`src/common/soc_macros.svh`:
```
`ifndef SOC_MACROS_SVH
`define SOC_MACROS_SVH

// Reset sequencing, in sys_clk cycles after the last trigger
`define SOC_RST_DEBOUNCE 256
// Flash leaves reset well before the system does
`define SOC_FLASH_RST_WAIT 128

// Value of the ID register
`define SOC_SYSTEM_ID 32'h13004D31

// Monitor RAM word address width
`define SOC_MONITOR_AW 8

// sysctl register indices
`define SOC_REG_GPIO_IN 10'd0
`define SOC_REG_GPIO_OUT 10'd1
`define SOC_REG_IRQ_EN 10'd2
`define SOC_REG_SYSID 10'd3
`define SOC_REG_RESET 10'd4
`define SOC_REG_BUSERR_EN 10'd5
`define SOC_REG_WLOCK 10'd6

// GPIO widths
`define SOC_GPIO_IN_W 7
`define SOC_GPIO_OUT_W 2

`endif

```
`src/common/soc_pkg.sv`:
```
`default_nettype none

package soc_pkg;

	// --------------------------------------------------
	// Wishbone bus
	// --------------------------------------------------

	// Byte address as seen by the master
	typedef logic [31:0] wb_adr_t;

	// Read and write data
	typedef logic [31:0] wb_dat_t;

	// One select per byte lane
	typedef logic [3:0] wb_sel_t;

	// --------------------------------------------------
	// CSR bus
	// --------------------------------------------------

	// Word address, device in 13:10 and register in 9:0
	typedef logic [13:0] csr_adr_t;

	// Register data
	typedef logic [31:0] csr_dat_t;

	// --------------------------------------------------
	// Address decoder
	// --------------------------------------------------

	// Target of the current access
	typedef enum logic [1:0] {
		SLV_NONE    = 2'd0,
		SLV_MONITOR = 2'd1,
		SLV_CSR     = 2'd2
	} slave_e;

endpackage

`default_nettype wire

```
`src/csr/sysctl.sv`:
```
`timescale 1ns/1ns
`default_nettype none

`include "soc_macros.svh"

module sysctl import soc_pkg::*; #(
	parameter logic [3:0] csr_addr = 4'h0
) (
	input  logic                       sys_clk,
	input  logic                       sys_rst_i,

	// CSR slave
	input  csr_adr_t                   csr_a_i,
	input  logic                       csr_we_i,
	input  csr_dat_t                   csr_di_i,
	output csr_dat_t                   csr_do_o,

	// GPIO
	input  logic [`SOC_GPIO_IN_W-1:0]  gpio_i,
	output logic [`SOC_GPIO_OUT_W-1:0] gpio_o,
	output logic                       gpio_irq_o,

	// System control
	output logic                       buserr_en_o,
	output logic                       wlock_o,
	output logic                       hard_reset_o
);

	logic [`SOC_GPIO_IN_W-1:0] gpio_s1;
	logic [`SOC_GPIO_IN_W-1:0] gpio_s2;
	logic [`SOC_GPIO_IN_W-1:0] gpio_prev;
	logic [`SOC_GPIO_IN_W-1:0] irq_en;
	logic                      csr_sel;
	logic [9:0]                reg_idx;

	assign csr_sel = (csr_a_i[13:10] == csr_addr);
	assign reg_idx = csr_a_i[9:0];

	// --------------------------------------------------
	// GPIO input sync and change detect
	// --------------------------------------------------
	always_ff @(posedge sys_clk) begin
		gpio_s1   <= gpio_i;
		gpio_s2   <= gpio_s1;
		gpio_prev <= gpio_s2;
	end

	// --------------------------------------------------
	// Register writes
	// --------------------------------------------------
	always_ff @(posedge sys_clk) begin
		if (sys_rst_i) begin
			gpio_o       <= '0;
			irq_en       <= '0;
			buserr_en_o  <= 1'b0;
			wlock_o      <= 1'b0;
			hard_reset_o <= 1'b0;
			gpio_irq_o   <= 1'b0;
		end else begin
			hard_reset_o <= 1'b0;
			// Edge on any enabled input
			gpio_irq_o <= |((gpio_s2 ^ gpio_prev) & irq_en);
			if (csr_sel && csr_we_i) begin
				case (reg_idx)
					`SOC_REG_GPIO_OUT:  gpio_o <= csr_di_i[`SOC_GPIO_OUT_W-1:0];
					`SOC_REG_IRQ_EN:    irq_en <= csr_di_i[`SOC_GPIO_IN_W-1:0];
					// Any value kicks the reset generator
					`SOC_REG_RESET:     hard_reset_o <= 1'b1;
					`SOC_REG_BUSERR_EN: buserr_en_o <= csr_di_i[0];
					`SOC_REG_WLOCK:     wlock_o <= csr_di_i[0];
					default:            ;
				endcase
			end
		end
	end

	// --------------------------------------------------
	// Register reads
	// --------------------------------------------------

	// Zero unless addressed so devices can be ORed
	always_ff @(posedge sys_clk) begin
		csr_do_o <= '0;
		if (csr_sel) begin
			case (reg_idx)
				`SOC_REG_GPIO_IN:   csr_do_o <= csr_dat_t'(gpio_s2);
				`SOC_REG_GPIO_OUT:  csr_do_o <= csr_dat_t'(gpio_o);
				`SOC_REG_IRQ_EN:    csr_do_o <= csr_dat_t'(irq_en);
				`SOC_REG_SYSID:     csr_do_o <= `SOC_SYSTEM_ID;
				`SOC_REG_BUSERR_EN: csr_do_o <= csr_dat_t'(buserr_en_o);
				`SOC_REG_WLOCK:     csr_do_o <= csr_dat_t'(wlock_o);
				default:            csr_do_o <= '0;
			endcase
		end
	end

endmodule

`default_nettype wire

```
`config.mk`:
```
export PLATFORM = sky130hd
export DESIGN_NAME = sysctl
export DESIGN_NICKNAME = d
export VERILOG_FILES = /design/src/common/soc_pkg.sv /design/src/csr/sysctl.sv
export VERILOG_INCLUDE_DIRS = /design/src /design/src/common
export SDC_FILE = /design/constraint.sdc
export NUM_CORES = 1
export LEC_CHECK = 0
export BUFFER_PORTS_ARGS = -buffer_cell sky130_fd_sc_hd__buf_4
export CAP_MARGIN = 20
export CORE_ASPECT_RATIO = 1.1
export CORE_UTILIZATION = 42
export CTS_CLUSTER_SIZE = 25
export DETAILED_ROUTE_END_ITERATION = 12
export PLACE_DENSITY_LB_ADDON = 0.2
export SYNTH_ARGS = -nofsm -noshare
export SYNTH_HDL_FRONTEND = slang
export SYNTH_SLANG_ARGS = --single-unit
```
`constraint.sdc`:
```
create_clock -name sys_clk -period 1.8 [get_ports sys_clk]
set_clock_uncertainty 0.1 [all_clocks]
set_input_delay 0.36 -clock sys_clk [delete_from_list [all_inputs] [get_ports sys_clk]]
set_output_delay 0.36 -clock sys_clk [all_outputs]
set_load 0.03 [all_outputs]
```
==> results by stage, run 1 <==
Power:
- The static leakage power is 0.996 nW.
- In this run, the clock network consumes 34.4% of the power.
- The combinational group share of total power is under 10%.
- Dividing total power by cell area gives a power density of between 800 and 900 mW/mm2.
- The internal power contribution is 1.33 mW.
- Per report_power, the sequential group accounts for 56.0% of the total.
- Across the VDD grid, the largest voltage drop is 0.000650 V.
- Summed over all nets, the switching power comes to approximately 0.39 mW.
- Net switching is 22.8% of the power.
- The post-layout total power is roughly 1.7 mW.

Logic synthesis:
- The Yosys step of the flow raised 0 warnings.
- Of all flip-flops after synthesis, the portion carrying an async set or reset was 0%.
- The dominant cell type by area after synthesis is sky130_fd_sc_hd__dfxtp_1.
- The cell with the most instances after synthesis is sky130_fd_sc_hd__dfxtp_1.
- The proportion of synthesized chip area in sequential cells is a little over half.
- In this run the cell area of the synthesized design comes to 0.00159 mm2.
- The number of enable flip-flop cells after synthesis is 0.
- The number of distinct library cells after synthesis is 29.
- For this run, the leading register cell type out of synthesis is sky130_fd_sc_hd__dfxtp_1.
- The per-instance average area after synthesis is 10.9 um2.
- The cell count after synthesis came out at about 150.
- By count the netlist is led by sky130_fd_sc_hd__dfxtp_1 (42), sky130_fd_sc_hd__buf_4 (24), sky130_fd_sc_hd__nor2_1 (19), sky130_fd_sc_hd__mux2i_1 (15), sky130_fd_sc_hd__xor2_1 (7).
- Summed over its instances, the top area cell type makes up between 50% and 60% of the synthesized netlist area.
- In this run, synthesis produced a sequential element count of 42.
- After synthesis, the cell types taking the most area are sky130_fd_sc_hd__dfxtp_1 (53%), sky130_fd_sc_hd__buf_4 (11%), sky130_fd_sc_hd__mux2i_1 (9.4%).

Floorplanning:
- The number of rows created at floorplan is 23.
- The floorplan step defined a die boundary enclosing between 0.004 and 0.005 mm2.
- In this run the count of I/O pins placed on the die edge is between 90 and 100.
- The area inside the core boundary is roughly 0.0036 mm2.
- The floorplan step set the die width to roughly 61 um.
- The die is 66.5 um tall.
- The initial standard-cell utilization of the core is a little over two fifths.

Worst hold path:
- The type of the tightest min-delay check is primary input to register.

Worst setup path:
- STA puts the critical path data required time at roughly 1900 ps.
- Walking the worst path, the cells encountered are buf_4, nor4_4, nand3_1, or3_1, nor2_1.
- STA classifies the critical path endpoint as a register.
- The worst path buffer plus inverter count is 1.
- The kind of cell adding the most delay to the critical path is simple AND/OR/NAND/NOR gates.
- The kind of critical path is primary input to register.
- The worst setup path is launched from a primary input.
- On the critical path, the stage with the largest delay is an instance of sky130_fd_sc_hd__or3_1.
- STA puts the critical path data arrival time at 1520 ps.
- The worst stage delay on the critical path is about 400 ps.
- Along the worst path, the maximum fanout reaches 3.

Place:
- The HPWL after detailed placement is roughly 2.2 mm.
- After detailed placement, the total cell area comes to 0.00195 mm2.
- Once placement completed, the tool counted placed cells totaling roughly 240.
- At the placement stage, the worst setup path has a slack of between 100 and 150 ps.
- Port buffering added 50 buffers.
- The congestion estimate from routability-driven global placement came to 0.725.

STA:
- On the final layout, the worst hold slack is about 75 ps.
- In the post-route analysis, the smallest setup slack over all paths is 401 ps.
- The clock period minus worst slack is 1400 ps.
- The ratio of final minimum period to clock period is between 70 and 80%.
- Setup repair after global routing left no endpoint under its margin.
- The final setup violation count is 0.
- The count of endpoints failing hold in the final timing report came to 0.
- The number of pins exceeding their max-slew limit in the final report is 0.
- The highest clock rate is between 0.7 and 0.8 GHz.
- Adding up every negative setup slack in the final design gives 0 ps.

Clocking:
- The CTS tree is built.
- The worst-case clock buffer depth is 2.
- Clock tree synthesis inserted a total of 5 buffers.
- The post-cts hold buffer count is 0.
- The H-tree was split into 2 levels.
- The number of sinks handled by clock tree synthesis is between 40 and 50.
- The count of buffers added by post-CTS timing repair for setup is 0.
- The tree is rooted in a sky130_fd_sc_hd__clkbuf_8.
- For the worst-skew pair, the clock arrives at the later sink with an insertion delay of roughly 280 ps.
- The number of gates resized after CTS was 0.
- The clock input transition at the sequential cells of the worst setup and hold paths is 70 ps.

Global route:
- The number of global-route vias before repair is about 1100.
- The final global-route overflow total is 0.
- The first global-routing pass estimated around 4.7 mm of wire.
- The initial antenna violation count was 0.
- The pin count of the biggest net entering global routing is 16.
- The global-route usage over all layers is roughly 16%.

Drt:
- The detailed router's first-iteration violation count is 30.
- The mean routed wirelength per cell is 11.5 um.
- The via density per instance is about 4.5.
- The first detailed-routing pass took 5 iterations.
- The routed via count is 1136.
- The DRC violation count after routing is 0.
- The number of nets with antenna violations after detailed routing is 0.
- The total detailed-routing wirelength is approximately 2.9 mm.

Final layout:
- The count of placed standard cells in the final layout, fillers left out is 251.
- The utilization after layout is around 56%.
- The net count of the finished layout is ~260.
- After routing the design area is 0.00204 mm2.
- The post-route netlist has roughly 34% of its cells at a drive strength greater than 1.
- The number of diodes is 0.
- Counting the fill cells in the layout gives 335.
- The synthesis-to-finish area growth is 28.5%.

Run:
- The max capacitance violation total is 0.

Status:
- The run finished with clean final reports.
==> power groups by stage <==
stage | registers, mW | logic, mW | clock network (mW)
after global placement | 0.986 | 0.161 | 0
after floorplan | 0.985 | 0.120 | 0
after CTS | 0.967 | 0.164 | 0.616
after global routing | 0.969 | 0.178 | 0.658
after detailed placement | 0.989 | 0.164 | 0
final | 0.966 | 0.164 | 0.594
==> kinds of logic (layout without fill, tap and decap cells) <==
group,after synthesis,in the layout,synth area share [%]
xor gates and xnor gates,7,7,3.86
DFF,42,42,52.9
and+or+nand+nor,42,42,16.5
AOI/OAI and AO/OA,12,12,4.96
other,1,18,0.236
muxes,15,15,9.44
buffers and inverters,27,65,12.1
==> area by class of cell <==
cell class	count	area [um2]	share of cell area, %
Tap cell	50	62.6	3.06
Sequential cell	42	841	41.2
Clock inverter	1	5.00	0.245
Multi-Input combinational cell	94	621	30.4
Clock buffer	7	86.3	4.23
Timing Repair Buffer	57	428	20.9
==> worst paths after layout <==
kind	depth (start not counted)	slack, ps	to	from
max	5	400	csr_do_o[6]	csr_a_i[11]
min	1	80	gpio_s1[5]	gpio_i[5]
max reg2reg	3	600	gpio_irq_o	gpio_s2[1]
min reg2reg	0	220	gpio_s2[5]	gpio_s1[5]
==> per-layer routing <==
layer,vias up,GRT usage [%],routed length [um]
met5,-,0,0
met4,0,9.38,61
met3,7,3.88,271
met2,59,29.0,1460
met1,504,16.6,1100
li1,566,-,-
==> worst reg2reg max path: cells and delay by family, from the launching register on <==
kind	cells	cell delay, ps
DFF	1	330
xor gates and xnor gates	1	160
AOI/OAI and AO/OA	2	500
==> registers in the layout (all words and copies together) (netlist names) <==
signal	count
csr_do_o	8
gpio_prev	7
gpio_s1	7
gpio_s2	7
irq_en	7
gpio_o	2
buserr_en_o	1
gpio_irq_o	1
hard_reset_o	1
wlock_o	1
==> cells in the final DEF, fill, tap and decap left out, drive strengths merged <==
master  Yosys  routed
a211o       1       1
nand4       4       4
and4b       2       2
nor2b       2       2
mux2i      15      15
conb        1      18
a222oi      1       1
a31oi       1       1
nand3b      1       1
xor2        7       7
nor2       19      19
nand3       1       1
clkbuf      2       7
or3         1       1
nand4b      1       1
a21oi       4       4
nor4bb      2       2
clkinv      0       1
nand2b      1       1
or2         1       1
nor4        2       2
buf        25      57
a22oi       2       2
a311oi      1       1
nor3        1       1
nand2       4       4
o21ai       2       2
dfxtp      42      42
No activity file was read; power rests on OpenSTA's default activity.
==> inputs of run 2 (changes only) <==
- clock period: 1.8 -> 1.3 ns (I/O delays scaled with it)
==> run 2 against run 1 <==
Sequential cell count unchanged. Non-clock buffer count rose by 12. Global-route usage decreased by 0.11 points. Total power grew 41%. Largest power group unchanged. Routed wire length is 8.0% higher.
==> results by stage, run 2 (synthesis results as in run 1) <==
Power:
- The power density relative to cell area is 1130 mW/mm2 (was 844 mW/mm2).
- The worst IR drop on VDD is 0.000721 V (was 0.000650 V).
- The static leakage power is 1.05 nW (was 0.996 nW).
- The post-layout total power is 2.43 mW (was 1.72 mW).

Worst setup path:
- Cell breakdown of the critical path: buf_4, nor4_4, nand3_1, or3_1, nor2_1 (unchanged).
- The type of origin of the critical path is a primary input (unchanged).
- The cell at the slowest stage of the critical path is sky130_fd_sc_hd__or3_1 (unchanged).
- The number of stages on the worst setup path is 5 (unchanged).
- The worst stage delay on the critical path is 380 ps (was 400 ps).
- The kind of end point of the critical path is a register (unchanged).
- The worst path buffer plus inverter count came to 1 (unchanged).
- The critical path arrival is 1380 ps (was 1520 ps).
- The kind of critical path is primary input to register (unchanged).
- The number of cells on the worst reg-to-reg path is 3 (unchanged).
- The kind of cell adding the most delay to the critical path is simple AND/OR/NAND/NOR gates (unchanged).
- The critical-path maximum fanout is 3 (unchanged).
- The required time at the worst-slack endpoint came to 1420 ps (was 1920 ps).

STA:
- Setup repair after global routing missed its margin: yes (was no).
- The final setup violation count is 0 (unchanged).
- Based on the critical path, the design can be clocked at up to a little under 0.8 GHz.
- The number of pins exceeding their max-slew limit in the final report is 0 (unchanged).
- The ratio of final minimum period to clock period is roughly 97%.
- The accumulated negative setup slack came to 0 ps (unchanged).
- For the finished layout, the period the worst path requires is roughly 1300 ps.
- The count of endpoints failing hold in the final timing report is 0 (unchanged).

Drt:
- The mean routed wirelength per cell is 11.9 um (was 11.5 um).
- The routed via count was 1185 (was 1136).
- The DRC violation count after routing is 0 (unchanged).
- The total detailed-routing wirelength is 3.13 mm (was 2.90 mm).
- The number of detailed-route iterations in the first pass is 4 (was 5).
- The detailed router's first-iteration violation count was 24 (was 30).
- The number of nets with antenna violations after detailed routing came to 0 (unchanged).
- The via density per instance is 4.51 (was 4.53).

Floorplanning:
- The die extent in y was 66.5 um (unchanged).
- The area inside the core boundary came to 0.00363 mm2 (unchanged).
- The number of rows created at floorplan is 23 (unchanged).
- The initial standard-cell utilization of the core was 43.9% (unchanged).
- The width of the chip came to 60.7 um (unchanged).
- The overall die area is 0.00404 mm2 (unchanged).
- The number of I/O pins is 94 (unchanged).

Status:
- Status: completed (unchanged).

Final layout:
- The count of placed standard cells in the final layout, fillers left out is 263 (was 251).
- The synthesis-to-finish area growth is 35.6% (was 28.5%).
- Most frequent cells in the layout: sky130_fd_sc_hd__buf_4 (61), sky130_fd_sc_hd__dfxtp_1 (41), sky130_fd_sc_hd__nor2_1 (19) (was sky130_fd_sc_hd__buf_4 (57), sky130_fd_sc_hd__dfxtp_1 (42), sky130_fd_sc_hd__nor2_1 (19)).
- The commonest non-fill, non-tap cell in the layout is sky130_fd_sc_hd__buf_4 (unchanged).
- The register with the most flip-flops is csr_do_o (unchanged).
- The fraction of layout cells with a size suffix above 1 is 34.7% (was 33.8%).
- The flip-flop count of the largest register after layout is 8 (unchanged).
- The utilization after layout is 59.5% (was 56.3%).
- The number of nets at the end of the flow is 268 (was 256).
- The number of diodes is 0 (unchanged).

Clocking:
- The number of sinks handled by clock tree synthesis is 42 (unchanged).
- The total CTS buffers is 5 (unchanged).
- The number of H-tree branching levels is 2 (unchanged).
- The insertion delay of the later-clocked pin in the worst-skew pair is 290 ps (was 280 ps).
- The CTS tree is built (unchanged).
- The CTS root buffer was sky130_fd_sc_hd__clkbuf_8 (unchanged).
- The clock input transition at the sequential cells of the worst setup and hold paths is 70 ps (about the same).
- The worst-case clock buffer depth is 2 (unchanged).

Place:
- The final weighted congestion in routability-driven placement was 0.741 (was 0.725).
- The post-placement cell count is 246 (was 243).
- The count of buffers from port buffering was 50 (unchanged).
- The half-perimeter wire length of the detailed placement result came to 2.28 mm (was 2.20 mm).

Global route:
- The first-pass GRT wire length came to 4.62 mm (was 4.66 mm).
- The pin count of the biggest net entering global routing is 14 (was 16).
- The global-route usage over all layers is 16.0% (was 16.1%).
- The final global-route overflow total is 0 (unchanged).
- The initial antenna violation count was 0 (unchanged).
- The number of global-route vias before repair is 1078 (was 1099).

Run:
- The max capacitance violation total was 0 (unchanged).

Worst hold path:
- The hold-critical path depth is 3 (was 1).
- The type of the tightest min-delay check is primary input to register (unchanged).
-- run 2: cell types whose count changed in the layout (fill, tap and decap cells not counted), sizes merged --
cell / change
buf: +5
dlygate4sd3: +7
-- run 2: metal layers --
layer  track usage [%]  part of all wire (%)  vias to the layer above
met2              27.7                    51                       50
met4              6.82                   1.8                        0
met5                 0                     0                        -
li1                  -                     -                      585
met1              16.7                    39                      542
met3              6.60                   8.3                        8
-- run 2: layout make-up --
cell class              instances  area, um2
fillers                       339       1470
flip-flops and latches         42        842
multi-input cells              94        621
repair buffers                 69        539
clock buffers                   7       86.3
well taps                      50       62.6
clock inverters                 1       5.00
-- run 2: worst register-to-register path, delay by kind of cell, from the launching register on --
| family | cells | cell delay, ps |
|---|---|---|
| compound gates | 2 | 520 |
| xor+xnor | 1 | 160 |
| flops | 1 | 330 |
-- run 2: timing repair --
| action | in CTS | in global routing |
|---|---|---|
| hold buffers | 7 | 0 |
| endpoints found under the setup margin | 8 | 3 |
| buffers inserted | 2 | 0 |
| pin swaps | 1 | 2 |
| hold endpoints to repair | 7 | 0 |
| gates resized for setup | 1 | 1 |
-- run 2: where the power goes --
group	internal, mW	switching, mW	total (mW)	leakage (nW)
registers	1.32	0.0172	1.34	0.347
clock network	0.428	0.412	0.839	0.0482
logic	0.116	0.139	0.255	0.657
-- run 2: final timing paths --
path | from | endpoint | slack [ps]
worst max-delay path | csr_a_i[3] | csr_do_o[2] | 40
worst min-delay path | csr_di_i[4] | irq_en[4] | 90
worst max register to register | gpio_s2[1] | gpio_irq_o | 80
worst min register to register | gpio_s1[1] | gpio_s2[1] | 230
-- run 2: through the flow --
stage / setup slack (ps) / cell area [um2] / hold slack, ps
2_1_floorplan: -87.0 / 1650 / 188
3_3_place_gp: -257 / 1970 / 210
3_5_place_dp: -329 / 1970 / 212
4_1_cts: 34.2 / 2150 / 93.6
5_1_grt: -15.7 / 2160 / 106
6_report: 38.5 / 2160 / 93.7
==> inputs of run 3 (changes only) <==
- PLACE_DENSITY: not set -> 0.75
- PLACE_DENSITY_LB_ADDON: 0.2 -> not set
==> run 3 against run 2 <==
Sequential cell count is the same. Combinational power is essentially flat. Design area rose by 1.1%. Non-clock buffer count rose by 1. Clock-buffer cell count unchanged. Register-to-register slack better by 30 ps. Routed wire length is 8.9% lower. Worst setup slack better by 16 ps.
==> results by stage, run 3 (synthesis results as in run 1) <==
Clocking:
- The CTS tree was built (unchanged).
- The number of sinks handled by clock tree synthesis is 42 (unchanged).
- The clock input transition at the sequential cells of the worst setup and hold paths was 80 ps (was 70 ps).
- The number of H-tree branching levels is 2 (unchanged).
- The CTS root buffer is sky130_fd_sc_hd__clkbuf_8 (unchanged).
- The worst-case clock buffer depth is 2 (unchanged).
- The total CTS buffers is 5 (unchanged).
- The insertion delay of the later-clocked pin in the worst-skew pair came to 290 ps (about the same).

Status:
- Status: completed (unchanged).

Global route:
- The initial antenna violation count was 0 (unchanged).
- The global routing's busiest layer is met2 (unchanged).
- The first-pass GRT wire length is 4.58 mm (was 4.62 mm).
- The pin count of the biggest net entering global routing was 14 (unchanged).
- The final global-route overflow total is 0 (unchanged).
- The fraction of met3 tracks used by global routing is 6.21% (was 6.60%).
- The met1 global-route usage came to 17.1% (was 16.7%).
- The met2 demand-to-capacity share in global routing is 26.4% (was 27.7%).
- The number of global-route vias before repair is 1077 (was 1078).
- The global-route usage over all layers was 15.9% (was 16.0%).

Run:
- The max capacitance violation total was 0 (unchanged).

Worst setup path:
- The capture point of the worst reg-to-reg path was gpio_irq_o (unchanged).
- The required time at the worst-slack endpoint is 1430 ps (was 1420 ps).
- The critical path arrival was 1380 ps (about the same).
- The number of cells on the worst reg-to-reg path was 3 (unchanged).
- The setup slack of the most critical reg-to-reg path came to 110 ps (was 80 ps).
- The kind of critical path is primary input to register (unchanged).
- The kind of end point of the critical path is a register (unchanged).
- The critical-path maximum fanout was 4 (was 3).
- The type of origin of the critical path is a primary input (unchanged).
- The reg-to-reg startpoint is gpio_s2[1] (unchanged).

Floorplanning:
- The number of rows created at floorplan is 23 (unchanged).
- The width of the chip was 60.7 um (unchanged).
- The die extent in y is 66.5 um (unchanged).
- The area inside the core boundary is 0.00363 mm2 (unchanged).
- The initial standard-cell utilization of the core is 43.9% (unchanged).
- The number of I/O pins is 94 (unchanged).
- The overall die area is 0.00404 mm2 (unchanged).

Worst hold path:
- The worst min-delay path endpoint is irq_en[4] (unchanged).
- The hold-critical path depth was 3 (unchanged).
- The type of the tightest min-delay check is primary input to register (unchanged).
- The startpoint of the most critical hold path is csr_di_i[4] (unchanged).

STA:
- The ratio of final minimum period to clock period is 95.8% (was 97.0%).
- The highest clock rate was 0.803 GHz (was 0.793 GHz).
- The clock period minus worst slack is 1250 ps (was 1260 ps).
- The count of endpoints failing hold in the final timing report is 0 (unchanged).
- Setup repair after global routing missed its margin: no (was yes).
- The worst hold slack is 90.0 ps (was 93.7 ps).
- The final setup violation count is 0 (unchanged).
- The number of pins exceeding their max-slew limit in the final report is 0 (unchanged).
- The accumulated negative setup slack came to 0 ps (unchanged).

Final layout:
- The commonest non-fill, non-tap cell in the layout was sky130_fd_sc_hd__buf_4 (unchanged).
- The synthesis-to-finish area growth was 37.1% (was 35.6%).
- The number of diodes is 0 (unchanged).
- The flip-flop count of the largest register after layout was 8 (unchanged).
- The count of placed standard cells in the final layout, fillers left out is 264 (was 263).
- Most frequent cells in the layout: sky130_fd_sc_hd__buf_4 (63), sky130_fd_sc_hd__dfxtp_1 (41), sky130_fd_sc_hd__nor2_1 (19) (was sky130_fd_sc_hd__buf_4 (61), sky130_fd_sc_hd__dfxtp_1 (41), sky130_fd_sc_hd__nor2_1 (19)).
- The register with the most flip-flops is csr_do_o (unchanged).
- The fraction of layout cells with a size suffix above 1 is 36.4% (was 34.7%).
- The number of nets at the end of the flow was 269 (was 268).

Drt:
- The mean routed wirelength per cell is 10.8 um (was 11.9 um).
- The DRC violation count after routing is 0 (unchanged).
- The via density per instance came to 4.53 (was 4.51).
- The total detailed-routing wirelength came to 2.85 mm (was 3.13 mm).
- The detailed router's first-iteration violation count was 38 (was 24).
- The number of nets with antenna violations after detailed routing is 0 (unchanged).
- The number of detailed-route iterations in the first pass is 6 (was 4).
- The routed via count is 1196 (was 1185).

Power:
- The static leakage power is 1.06 nW (was 1.05 nW).
- The clock group share of total power was 35.4% (was 34.5%).
- The reported net switching power is 0.590 mW (was 0.568 mW).
- The worst IR drop on VDD is 0.000793 V (was 0.000721 V).
- The share of total power in sequential cells is 54.2% (was 55.0%).
- The post-layout total power is 2.46 mW (was 2.43 mW).
- The combinational group share of total power is 10.4% (was 10.5%).
- The internal power contribution is 1.87 mW (was 1.86 mW).
- The net switching fraction of the power is 23.9% (was 23.3%).
- The power density relative to cell area came to 1130 mW/mm2 (about the same).

Place:
- The post-placement cell count is 248 (was 246).
- The count of buffers from port buffering was 50 (unchanged).
- The half-perimeter wire length of the detailed placement result was 2.02 mm (was 2.28 mm).
- The final weighted congestion in routability-driven placement was 0.712 (was 0.741).
run 3: stage by stage:
step | setup WS (ps) | utilization, % | cell area (um2)
floorplan | -87.0 | - | 1650
global route | 2.42 | 60.1 | 2180
finish | 54.7 | 60.1 | 2180
detailed placement | -326 | 54.9 | 1990
CTS | 16.0 | 59.6 | 2160
global placement | -332 | 54.9 | 1990
run 3: layout make-up:
class	instances	area, um2
clock buffers	7	86.3
clock inverters	1	8.76
fillers	333	1450
multi-input cells	94	637
flip-flops and latches	42	842
well taps	50	62.6
repair buffers	70	543
run 3: timing repair:
item | CTS | global route
buffers inserted | 0 | 1
gates resized for setup | 2 | 2
pin swaps | 0 | 2
hold buffers | 7 | 0
endpoints found under the setup margin | 9 | 5
endpoints found under the hold margin | 7 | 0
run 3: power by group through the flow:
stage               Sequential, mW  Combinational [mW]  Clock, mW
finish                        1.34               0.256      0.872
detailed placement            1.37               0.235          0
floorplan                     1.36               0.166          0
global placement              1.37               0.234          0
global route                  1.34               0.278      0.950
CTS                           1.34               0.253      0.897
run 3: worst max path at each step:
stage / to / slack (ps) / from / cells past startpoint
final: csr_do_o[2] / 50 / csr_a_i[3] / 5
after global routing: gpio_irq_o / 2 / gpio_s2[1] / 3
after CTS: csr_do_o[2] / 20 / csr_a_i[11] / 5
after detailed placement: csr_do_o[2] / -330 / csr_a_i[6] / 5
after global placement: csr_do_o[6] / -330 / csr_a_i[11] / 5
after floorplan: irq_en[1] / -90 / csr_a_i[11] / 4
run 3: worst max-delay path, stage by stage:
cell and delay (ps):
sky130_fd_sc_hd__buf_4 120, sky130_fd_sc_hd__nor4_4 340, sky130_fd_sc_hd__nand3_2 170, sky130_fd_sc_hd__or3_4 380, sky130_fd_sc_hd__nor2_1 120
run 3: routing by layer:
layer,wire (um),vias up
li1,-,590
met1,1180,547
met2,1340,53
met3,265,6
met4,63,0
met5,0,-
